$ cat config.mk
export PLATFORM = sky130hd
export DESIGN_NAME = fas_pip_ctrl
export DESIGN_NICKNAME = d
export VERILOG_FILES = /design/src/layer_cfg_pkg.sv /design/src/pipe_timing_pkg.sv /design/src/pip_delay_line.sv /design/src/pip_issue.sv /design/src/fas_pip_ctrl.sv
export SDC_FILE = /design/constraint.sdc
export NUM_CORES = 1
export LEC_CHECK = 0
export BUFFER_PORTS_ARGS = -buffer_cell sky130_fd_sc_hd__buf_2
export CORE_MARGIN = 2
export CORE_UTILIZATION = 46
export CTS_CLUSTER_SIZE = 12
export DETAILED_ROUTE_END_ITERATION = 8
export PLACE_DENSITY = 0.91
export SYNTH_ARGS = -nofsm -noshare
export SYNTH_HDL_FRONTEND = slang
export SYNTH_SLANG_ARGS = --single-unit
$ cat constraint.sdc
create_clock -name clk_FAS -period 2.1 [get_ports clk_FAS]
set_input_delay 0.105 -clock clk_FAS [delete_from_list [all_inputs] [get_ports clk_FAS]]
set_output_delay 0.105 -clock clk_FAS [all_outputs]
set_load 0.02 [all_outputs]
$ cat src/layer_cfg_pkg.sv
package layer_cfg_pkg;

    //////////////////////////////////////////////////
    // Layer sequencer state
    //////////////////////////////////////////////////

    // One-hot, one bit per sequencer state
    typedef enum logic [7:0] {
        st_idle            = 8'b0000_0001,
        st_ld_1x1_krn      = 8'b0000_0010,
        st_ld_1x1_krb      = 8'b0000_0100,
        st_cfg_awp         = 8'b0000_1000,
        st_start_awp       = 8'b0001_0000,
        st_active          = 8'b0010_0000,
        st_wait_last_write = 8'b0100_0000,
        st_send_complete   = 8'b1000_0000
    } layer_state_t;

    //////////////////////////////////////////////////
    // Operation word
    //////////////////////////////////////////////////

    // One-hot operation select from the layer config
    typedef logic [17:0] opcode_cfg_t;

    // Bit positions inside opcode_cfg_t
    localparam int unsigned op_0  = 0;
    localparam int unsigned op_1  = 1;
    localparam int unsigned op_2  = 2;
    localparam int unsigned op_3  = 3;
    localparam int unsigned op_4  = 4;
    localparam int unsigned op_5  = 5;
    localparam int unsigned op_6  = 6;
    localparam int unsigned op_7  = 7;
    localparam int unsigned op_8  = 8;
    localparam int unsigned op_9  = 9;
    localparam int unsigned op_10 = 10;
    localparam int unsigned op_11 = 11;
    // Ops 12 and 16 have no 1x1 pipeline work
    localparam int unsigned op_12 = 12;
    localparam int unsigned op_13 = 13;
    localparam int unsigned op_14 = 14;
    localparam int unsigned op_15 = 15;
    localparam int unsigned op_16 = 16;
    localparam int unsigned op_17 = 17;

    // Kernel index, zero on first kernel of a pass
    typedef logic [15:0] krnl_count_t;

endpackage

$ cat src/pipe_timing_pkg.sv
package pipe_timing_pkg;

    //////////////////////////////////////////////////
    // Pipeline latencies
    //////////////////////////////////////////////////

    // Read latency of the conv, part, resd and prev map FIFOs
    localparam int fas_fifo_latency_default = 2;

    // Vector adder latency
    localparam int vec_add_latency_default = 3;

    //////////////////////////////////////////////////
    // Derived delays
    //////////////////////////////////////////////////

    // Residual-1 strobe
    // Waits for two FIFO reads and one pass through the adder
    localparam int resd1_delay_default =
        2 * fas_fifo_latency_default + vec_add_latency_default;

endpackage

$ cat src/pip_delay_line.sv
module pip_delay_line #(
    parameter int depth = 2
) (
    input  logic clk_FAS,
    input  logic rst_n,
    input  logic din,
    output logic dout
);

    // Shift chain, stage 0 takes din
    logic [depth-1:0] sr;

    //////////////////////////////////////////////////
    // Shift register
    //////////////////////////////////////////////////

    always_ff @(posedge clk_FAS or negedge rst_n) begin
        if (!rst_n) begin
            // Drop anything in flight
            sr <= '0;
        end else begin
            sr[0] <= din;
            // Remaining stages
            // loop body is skipped when depth is 1
            for (int i = 1; i < depth; i++) begin
                sr[i] <= sr[i-1];
            end
        end
    end

    // Last stage
    assign dout = sr[depth-1];

endmodule

$ cat src/pip_issue.sv
module pip_issue (
    input  logic                       clk_FAS,
    input  logic                       rst_n,
    input  logic                       fas_rdy_n,
    input  layer_cfg_pkg::opcode_cfg_t  opcode_cfg,
    input  layer_cfg_pkg::layer_state_t state,
    input  logic                       conv_map_empty,
    input  logic                       part_map_empty,
    input  logic                       resd_map_empty,
    input  logic                       prev_map_empty,
    input  layer_cfg_pkg::krnl_count_t  krnl_count,
    input  logic                       dwc_fifo_rden,
    input  logic                       pipe_busy,
    output logic                       issue_pipe,
    output logic                       issue_pm,
    output logic                       issue_rm0,
    output logic                       issue_rm1,
    output logic                       issue_rm_conv,
    output logic                       issue_pv,
    output logic                       conv1x1_pip_start0,
    output logic                       conv1x1_pip_start1,
    output logic                       conv1x1_pip_start2,
    output logic                       outbuf_fifo_wren1,
    output logic                       outbuf_fifo_wren2
);

    import layer_cfg_pkg::*;

    // Layer may feed the pipeline
    logic state_ok;
    // Map data available
    logic conv_rdy;
    logic part_rdy;
    logic resd_rdy;
    logic prev_rdy;
    // First kernel of the pass
    logic first_krnl;
    // Issue allowed this cycle
    logic can_issue;

    // Per-group hit, before priority
    logic g1_hit;
    logic g2_hit;
    logic g3_hit;
    logic g4_hit;
    logic g5_hit;
    logic g6_hit;
    logic g7_hit;
    logic g8_hit;
    logic g9_hit;
    logic g10_hit;

    // Next values of the issue registers
    logic pipe_d;
    logic pm_d;
    logic rm0_d;
    logic rm1_d;
    logic start0_d;
    logic start1_d;
    logic start2_d;
    logic wren1_d;
    logic wren2_d;
    // Next values of the depthwise-conv tags
    logic rm_conv_d;
    logic pv_d;

    //////////////////////////////////////////////////
    // Qualifiers
    //////////////////////////////////////////////////

    assign state_ok   = (state == st_active) || (state == st_wait_last_write);
    assign conv_rdy   = !conv_map_empty;
    assign part_rdy   = !part_map_empty;
    assign resd_rdy   = !resd_map_empty;
    assign prev_rdy   = !prev_map_empty;
    assign first_krnl = (krnl_count == '0);
    // Hold off while the last issue is still at the output
    assign can_issue  = state_ok && !pipe_busy;

    // Opcode bits and required FIFOs, one line per group
    assign g1_hit  = (opcode_cfg[op_0] || opcode_cfg[op_4])
                     && conv_rdy && part_rdy && resd_rdy;
    assign g2_hit  = (opcode_cfg[op_1] || opcode_cfg[op_11])
                     && conv_rdy && part_rdy && prev_rdy;
    assign g3_hit  = (opcode_cfg[op_2] || opcode_cfg[op_6] || opcode_cfg[op_14])
                     && conv_rdy;
    assign g4_hit  = (opcode_cfg[op_3] || opcode_cfg[op_13])
                     && conv_rdy && prev_rdy;
    assign g5_hit  = opcode_cfg[op_5]
                     && conv_rdy && part_rdy && resd_rdy && prev_rdy;
    assign g6_hit  = opcode_cfg[op_7] && conv_rdy && resd_rdy && prev_rdy;
    assign g7_hit  = opcode_cfg[op_8] && conv_rdy && part_rdy && resd_rdy;
    assign g8_hit  = (opcode_cfg[op_9] || opcode_cfg[op_17]) && conv_rdy && resd_rdy;
    assign g9_hit  = opcode_cfg[op_10] && conv_rdy && part_rdy;
    assign g10_hit = opcode_cfg[op_15] && conv_rdy && part_rdy;

    //////////////////////////////////////////////////
    // Priority decode
    //////////////////////////////////////////////////

    always_comb begin
        pipe_d   = 1'b0;
        pm_d     = 1'b0;
        rm0_d    = 1'b0;
        rm1_d    = 1'b0;
        start0_d = 1'b0;
        start1_d = 1'b0;
        start2_d = 1'b0;
        wren1_d  = 1'b0;
        wren2_d  = 1'b0;
        if (can_issue) begin
            // First hit in group order wins
            if (g1_hit || g2_hit) begin
                pipe_d   = 1'b1;
                start1_d = 1'b1;
                pm_d     = first_krnl;
            end else if (g3_hit || g4_hit) begin
                pipe_d   = 1'b1;
                start0_d = 1'b1;
            end else if (g5_hit) begin
                pipe_d   = 1'b1;
                start2_d = 1'b1;
                pm_d     = first_krnl;
                rm1_d    = first_krnl;
            end else if (g6_hit) begin
                pipe_d   = 1'b1;
                start1_d = 1'b1;
                rm0_d    = first_krnl;
            end else if (g7_hit) begin
                // Add only, no conv start
                pipe_d  = 1'b1;
                pm_d    = 1'b1;
                rm1_d   = 1'b1;
                wren2_d = 1'b1;
            end else if (g8_hit) begin
                pipe_d  = 1'b1;
                rm0_d   = 1'b1;
                wren1_d = 1'b1;
            end else if (g9_hit) begin
                pipe_d   = 1'b1;
                pm_d     = 1'b1;
                start1_d = 1'b1;
            end else if (g10_hit) begin
                pipe_d  = 1'b1;
                pm_d    = 1'b1;
                wren1_d = 1'b1;
            end
        end
    end

    // Depthwise-conv read tags, state and flags not involved
    assign rm_conv_d = dwc_fifo_rden && (opcode_cfg[op_0] || opcode_cfg[op_2]);
    assign pv_d      = dwc_fifo_rden && (opcode_cfg[op_1] || opcode_cfg[op_3]
                                         || opcode_cfg[op_5] || opcode_cfg[op_7]);

    //////////////////////////////////////////////////
    // Registers
    //////////////////////////////////////////////////

    always_ff @(posedge clk_FAS or negedge rst_n) begin
        if (!rst_n) begin
            issue_pipe         <= 1'b0;
            issue_pm           <= 1'b0;
            issue_rm0          <= 1'b0;
            issue_rm1          <= 1'b0;
            conv1x1_pip_start0 <= 1'b0;
            conv1x1_pip_start1 <= 1'b0;
            conv1x1_pip_start2 <= 1'b0;
            outbuf_fifo_wren1  <= 1'b0;
            outbuf_fifo_wren2  <= 1'b0;
        end else if (fas_rdy_n) begin
            // Downstream not ready
            issue_pipe         <= 1'b0;
            issue_pm           <= 1'b0;
            issue_rm0          <= 1'b0;
            issue_rm1          <= 1'b0;
            conv1x1_pip_start0 <= 1'b0;
            conv1x1_pip_start1 <= 1'b0;
            conv1x1_pip_start2 <= 1'b0;
            outbuf_fifo_wren1  <= 1'b0;
            outbuf_fifo_wren2  <= 1'b0;
        end else begin
            issue_pipe         <= pipe_d;
            issue_pm           <= pm_d;
            issue_rm0          <= rm0_d;
            issue_rm1          <= rm1_d;
            conv1x1_pip_start0 <= start0_d;
            conv1x1_pip_start1 <= start1_d;
            conv1x1_pip_start2 <= start2_d;
            outbuf_fifo_wren1  <= wren1_d;
            outbuf_fifo_wren2  <= wren2_d;
        end
    end

    // Tag registers
    always_ff @(posedge clk_FAS or negedge rst_n) begin
        if (!rst_n) begin
            issue_rm_conv <= 1'b0;
            issue_pv      <= 1'b0;
        end else if (fas_rdy_n) begin
            issue_rm_conv <= 1'b0;
            issue_pv      <= 1'b0;
        end else begin
            issue_rm_conv <= rm_conv_d;
            issue_pv      <= pv_d;
        end
    end

endmodule

$ cat src/fas_pip_ctrl.sv
module fas_pip_ctrl #(
    parameter int fifo_latency    = pipe_timing_pkg::fas_fifo_latency_default,
    parameter int vec_add_latency = pipe_timing_pkg::vec_add_latency_default
) (
    input  logic                       clk_FAS,
    input  logic                       rst_n,
    input  logic                       fas_rdy_n,
    input  layer_cfg_pkg::opcode_cfg_t  opcode_cfg,
    input  layer_cfg_pkg::layer_state_t state,
    input  logic                       conv_map_empty,
    input  logic                       part_map_empty,
    input  logic                       resd_map_empty,
    input  logic                       prev_map_empty,
    input  layer_cfg_pkg::krnl_count_t  krnl_count,
    input  logic                       dwc_fifo_rden,
    output logic                       pipe_enable,
    output logic                       conv1x1_pip_start0,
    output logic                       conv1x1_pip_start1,
    output logic                       conv1x1_pip_start2,
    output logic                       vector_add_pm,
    output logic                       vector_add_rm0,
    output logic                       vector_add_rm1,
    output logic                       vector_add_rm_conv,
    output logic                       vector_add_pv,
    output logic                       outbuf_fifo_wren1,
    output logic                       outbuf_fifo_wren2
);

    // Residual-1 waits for two map reads and the adder
    localparam int rm1_depth = 2 * fifo_latency + vec_add_latency;

    // Registered strobes ahead of the delay lines
    logic issue_pipe;
    logic issue_pm;
    logic issue_rm0;
    logic issue_rm1;
    logic issue_rm_conv;
    logic issue_pv;

    //////////////////////////////////////////////////
    // Issue decode
    //////////////////////////////////////////////////

    pip_issue i_pip_issue (
        .clk_FAS            (clk_FAS),
        .rst_n              (rst_n),
        .fas_rdy_n          (fas_rdy_n),
        .opcode_cfg         (opcode_cfg),
        .state              (state),
        .conv_map_empty     (conv_map_empty),
        .part_map_empty     (part_map_empty),
        .resd_map_empty     (resd_map_empty),
        .prev_map_empty     (prev_map_empty),
        .krnl_count         (krnl_count),
        .dwc_fifo_rden      (dwc_fifo_rden),
        // Throttle from the delayed enable
        .pipe_busy          (pipe_enable),
        .issue_pipe         (issue_pipe),
        .issue_pm           (issue_pm),
        .issue_rm0          (issue_rm0),
        .issue_rm1          (issue_rm1),
        .issue_rm_conv      (issue_rm_conv),
        .issue_pv           (issue_pv),
        .conv1x1_pip_start0 (conv1x1_pip_start0),
        .conv1x1_pip_start1 (conv1x1_pip_start1),
        .conv1x1_pip_start2 (conv1x1_pip_start2),
        .outbuf_fifo_wren1  (outbuf_fifo_wren1),
        .outbuf_fifo_wren2  (outbuf_fifo_wren2)
    );

    //////////////////////////////////////////////////
    // Delay lines
    //////////////////////////////////////////////////

    // Map FIFO read latency
    pip_delay_line #(.depth(fifo_latency)) i_dly_pipe (
        .clk_FAS (clk_FAS), .rst_n (rst_n), .din (issue_pipe), .dout (pipe_enable)
    );
    pip_delay_line #(.depth(fifo_latency)) i_dly_pm (
        .clk_FAS (clk_FAS), .rst_n (rst_n), .din (issue_pm), .dout (vector_add_pm)
    );
    pip_delay_line #(.depth(fifo_latency)) i_dly_rm0 (
        .clk_FAS (clk_FAS), .rst_n (rst_n), .din (issue_rm0), .dout (vector_add_rm0)
    );
    pip_delay_line #(.depth(fifo_latency)) i_dly_rm_conv (
        .clk_FAS (clk_FAS), .rst_n (rst_n), .din (issue_rm_conv),
        .dout (vector_add_rm_conv)
    );
    pip_delay_line #(.depth(fifo_latency)) i_dly_pv (
        .clk_FAS (clk_FAS), .rst_n (rst_n), .din (issue_pv), .dout (vector_add_pv)
    );

    // Residual-1 path
    pip_delay_line #(.depth(rm1_depth)) i_dly_rm1 (
        .clk_FAS (clk_FAS), .rst_n (rst_n), .din (issue_rm1), .dout (vector_add_rm1)
    );

endmodule

; ---- After elaboration in Yosys (flattened, before gate mapping)
; Cells that the tools add are included.
[totals]
register_bits = 28
inputBits = 50
output_inout_bits = 11
wordCells = 133
[op_classes]
n_eq_ne = 2
muxes = 67
reduce_logical = 47
[op_table]
columns = op, count
row1 = 1-bit two-way mux, 67
row2 = 1-bit logical AND, 28
row3 = 16-bit zero test, 1
row4 = 1-bit logical OR, 13
row5 = 8-bit by 6-bit == test with 1-bit output (second input constant), 1
row6 = 8-bit by 7-bit == test with 1-bit output (second input constant), 1
row7 = 1-bit zero test, 5

; ---- Logic depth before layout (Yosys ltp)
[depth]
word_depth = 13
mapped_depth = 4
ltp_nobuf = 4

; ---- By module
; A second synthesis with hierarchy kept.
[unflattened]
hier_cells = 92
area_unflattened_um2 = 1109.8
[modules_own_cells]
columns = module, n_inst, cells_per_inst, area_per_inst_um2, seq_area_each_um2
row1 = pip_issue, 1, 75, 684.4, 275.3
row2 = pip_delay_line (i_dly_pipe ...), 5, 2, 50.0, 50.0
row3 = pip_delay_line (i_dly_rm1), 1, 7, 175.2, 175.2

; ---- Least setup slack after synthesis
; No wires, ideal clock.
[synth_path]
kind = flip-flop to flip-flop
startpoint = register i_dly_pipe.sr[1]
endpoint = register i_pip_issue.issue_rm0
setup_time_ps = 96
arrival_time_ps = 1464
t_required_ps = 2004
path_slack_ps = 540
path_stages_with_launch = 5
n_path_buf = 0
period_less_slack_ps = 1560
path_cell_list = dfrtp_1 nor4_1 and3_2 or3b_4 nor4_2
[synth_between]
elab_chain_cells = 4
[synth_rtl]
columns = element, line_no
row1 = start: declaration, pip_delay_line.sv:11  ; logic [depth-1:0] sr;
row2 = start signal: indexed assignment, pip_delay_line.sv:26  ; sr[i] <= sr[i-1];
row3 = 1-bit zero test, pip_issue.sv:78  ; assign can_issue = state_ok && !pipe_busy;
row4 = 1-bit logical AND, pip_issue.sv:78
row5 = 1-bit two-way mux, pip_issue.sv:111  ; if (can_issue) begin
row6 = 1-bit two-way mux, pip_issue.sv:171  ; end else if (fas_rdy_n) begin
row7 = end signal: assignment, pip_issue.sv:185  ; issue_rm0 <= rm0_d;
row8 = end: declaration, pip_issue.sv:16  ; output logic issue_rm0,
; No other way between the ends.

; ---- Worst setup path after layout
; Same ends and word-level chain as after synthesis.

==> flow_summary.yaml <==
status:
  status: "finished clean"
worst_hold_path:
  whs_endpoint: "i_pip_issue.issue_rm_conv$_DFF_PN0_"
  holdCritPathClass: "primary input to flop"
  min_path_cells: 3
  hold_start: "dwc_fifo_rden"
drt:
  drt_iter0_markers: 13
  detail-route-antenna-nets: 0
  viasPerCell: 5.28
  dr.pass1.iters: 5
  wl_per_cell_um: 12.6
  vias: 929
  drc: 0
  totalWireLength_um: 2220
timing:
  worst_pin_slew_ns: 0.566
  maxSlewViolCount: 0
  fin_setup_tns_ns: 0
  period_minus_slack_ns: 1.65
  fin_worst_skew_ns: 0.00133
  maxSlewHeadroom: 0.622
  setup-violations-final: 0
  hold_violations: 0
  rsz0062_at_grt: "false"
  fin_crit_sh: 0.786
  whs_ns: 0.0391
  max_freq_mhz: 606
clock_network:
  cts_resized: 0
  clk_pin_slew_ns: 0.13
  cts.path.max_buffers: 2
  cts_buffers: 3
  cts_tree: "yes"
  htree_num_levels: 1
  clockRootBuffer: "clkbuf_4"
  insertion_delay_ns: 0.31
  cts_sinks: 28
logic_synthesis:
  ys.flop_type: "dfrtp_1"
  synth_nets: 135
  synth_enable_flop_cells: 0
  synth_warnings: 0
  synth_top_area_frac: 0.637
  syn-cell-area_um2: 1100
  synthArstFlopShare: 1.00
  synth_top_area_cell: "dfrtp_1"
  ys_types: 33
  synth.area.top_cells: "dfrtp_1 64%, nor4_1 5.7%, nor2_1 2.0%"
  ys_seq_area_frac: 0.637
  syn_area_per_cell_um2: 12.9
  syn_inst: 85
  ys_ff_latch: 28
floorplan:
  dieArea_um2: 2800
  die_y_um: 52.9
  coreArea_um2: 2230
  io_pins: 61
  die_x_um: 52.9
  initial_utilization: 0.492
  num_rows: 17
cells_and_area:
  syn2layout_area_growth_pct: 35.3
  regArea_um2: 701
  diodes: 0
  final_nets: 199
  multiInputGateArea_um2: 395
  drive_above_1_share: 0.493
  final_util: 0.666
  nFillCells: 179
  stdcell_count: 176
setup_path:
  endpoint_kind: "flop"
  rrSetupSlack_ns: 0.45
  crit_type: "flop to flop"
  required_ns: 2.33
  path_max_fanout: 5
  r2r-end: "i_pip_issue.issue_rm0$_DFF_PN0_"
  cp-startpoint: "i_dly_pipe.sr[1]$_DFF_PN0_"
  worst_setup_path_start_kind: "flop"
  r2r-start: "i_dly_pipe.sr[1]$_DFF_PN0_"
  r2r_cells: 4
  crit_arrival_ns: 1.88
global_routing:
  grt_pass1_wl_um: 3950
  grt_antenna_before_repair: 0
  first_global_vias: 981
  grt_use_total: 0.190
  grt-ovfl-total: 0
  grt_max_degree: 29
power:
  ir_worst_vdd_mv: 0.500
  powerDensity_nw_per_um2: 665
  p_leak_nw: 0.777
placed_design:
  dpl.cell_count: 171
  gp_congestion: 0.906
  hpwl_um: 1800
  port_buffers: 58
flow_run:
  drv_cap: 0
-- metal layers --
layer / up-vias / GRT usage / wire, um
li1: 448 / - / -
met1: 437 / 0.206 / 886
met2: 42 / 0.375 / 1160
met3: 2 / 0.0254 / 161
met4: 0 / 0.0556 / 10
met5: - / 0 / 0
-- layout make-up --
type                            instances  share of cell area
Clock buffer                            3              0.0151
Timing Repair Buffer                   59               0.202
Inverter                                1             0.00252
Multi-Input combinational cell         56               0.266
Tap cell                               28              0.0235
Sequential cell                        28               0.471
Clock inverter                          1              0.0202
-- cell usage after synthesis, types with 2 or more instances --
master,count
nor2_1,6
a21oi_1,2
nand2_1,4
nor2_2,2
or4b_1,2
nor4_1,10
o21ai_0,2
a31oi_1,3
dfrtp_1,28
o21bai_1,3
-- logic make-up (layout without fill, tap and decap cells) --
| kind of cell | Yosys count | in the layout | share of synthesized area |
|---|---|---|---|
| DFF | 28 | 28 | 0.637 |
| xor gates and xnor gates | 1 | 1 | 0.00797 |
| and+or+nand+nor | 37 | 37 | 0.216 |
| AOI/OAI and AO/OA | 17 | 17 | 0.125 |
| buffers and inverters | 1 | 64 | 0.00341 |
| muxes | 1 | 1 | 0.0102 |
-- power breakdown --
part | switching [mW] | internal, mW
Sequential | 0.00167 | 0.545
Clock | 0.142 | 0.193
Combinational | 0.0556 | 0.0516
Total | 0.199 | 0.790
-- stage by stage --
step	total power [mW]	area, um^2	worst slack [ns]
after floorplan	0.593	1100	0.540
after global placement	0.657	1430	0.552
after detailed placement	0.663	1430	0.489
after CTS	1.00	1490	0.456
after global routing	1.04	1490	0.350
final	0.989	1490	0.449
-- critical path: stages (launching register included) --
cell	delay [ns]
dfrtp_1	0.41
nor4_1	0.23
and3_2	0.26
or3b_4	0.42
nor4_2	0.24
-- flip-flops by register name, summed over array words and instances, names as in the netlist --
| register | count |
|---|---|
| i_dly_pv.sr | 2 |
| i_pip_issue.issue_rm0 | 1 |
| i_pip_issue.conv1x1_pip_start2 | 1 |
| i_pip_issue.conv1x1_pip_start1 | 1 |
| i_pip_issue.issue_rm1 | 1 |
| i_dly_pm.sr | 2 |
| i_pip_issue.outbuf_fifo_wren1 | 1 |
| i_pip_issue.issue_pv | 1 |
| i_pip_issue.conv1x1_pip_start0 | 1 |
| i_dly_rm0.sr | 2 |
| i_pip_issue.issue_pipe | 1 |
| i_pip_issue.issue_rm_conv | 1 |
| i_pip_issue.issue_pm | 1 |
| i_dly_rm1.sr | 7 |
| i_pip_issue.outbuf_fifo_wren2 | 1 |
| i_dly_pipe.sr | 2 |
| i_dly_rm_conv.sr | 2 |
-- what timing repair did --
item                                   4_1_cts  5_1_grt
endpoints found under the hold margin       28        0
buffers inserted                             0        0
hold buffers                                 1        0
-- how the worst max path moves through the flow --
stage	end	slack [ns]	cells past startpoint
floorplan	i_pip_issue.issue_rm0$_DFF_PN0_	0.54	4
global placement	i_pip_issue.issue_rm0$_DFF_PN0_	0.55	4
detailed placement	i_pip_issue.issue_rm0$_DFF_PN0_	0.49	4
CTS	i_pip_issue.issue_rm0$_DFF_PN0_	0.46	4
global route	i_pip_issue.issue_rm0$_DFF_PN0_	0.35	4
finish	i_pip_issue.issue_rm0$_DFF_PN0_	0.45	4
-- placed cells by master, fill, tap and decap left out, types with 2 or more instances in the layout --
cell / instances
dfrtp_1: 28
o21bai_1: 3
nand2_1: 4
o21ai_0: 2
buf_2: 58
nor2_2: 2
nor4_1: 10
or4b_1: 2
clkbuf_4: 3
a21oi_1: 2
a31oi_1: 3
nor2_1: 6
Note: power is estimated with default switching activity, not from simulation.
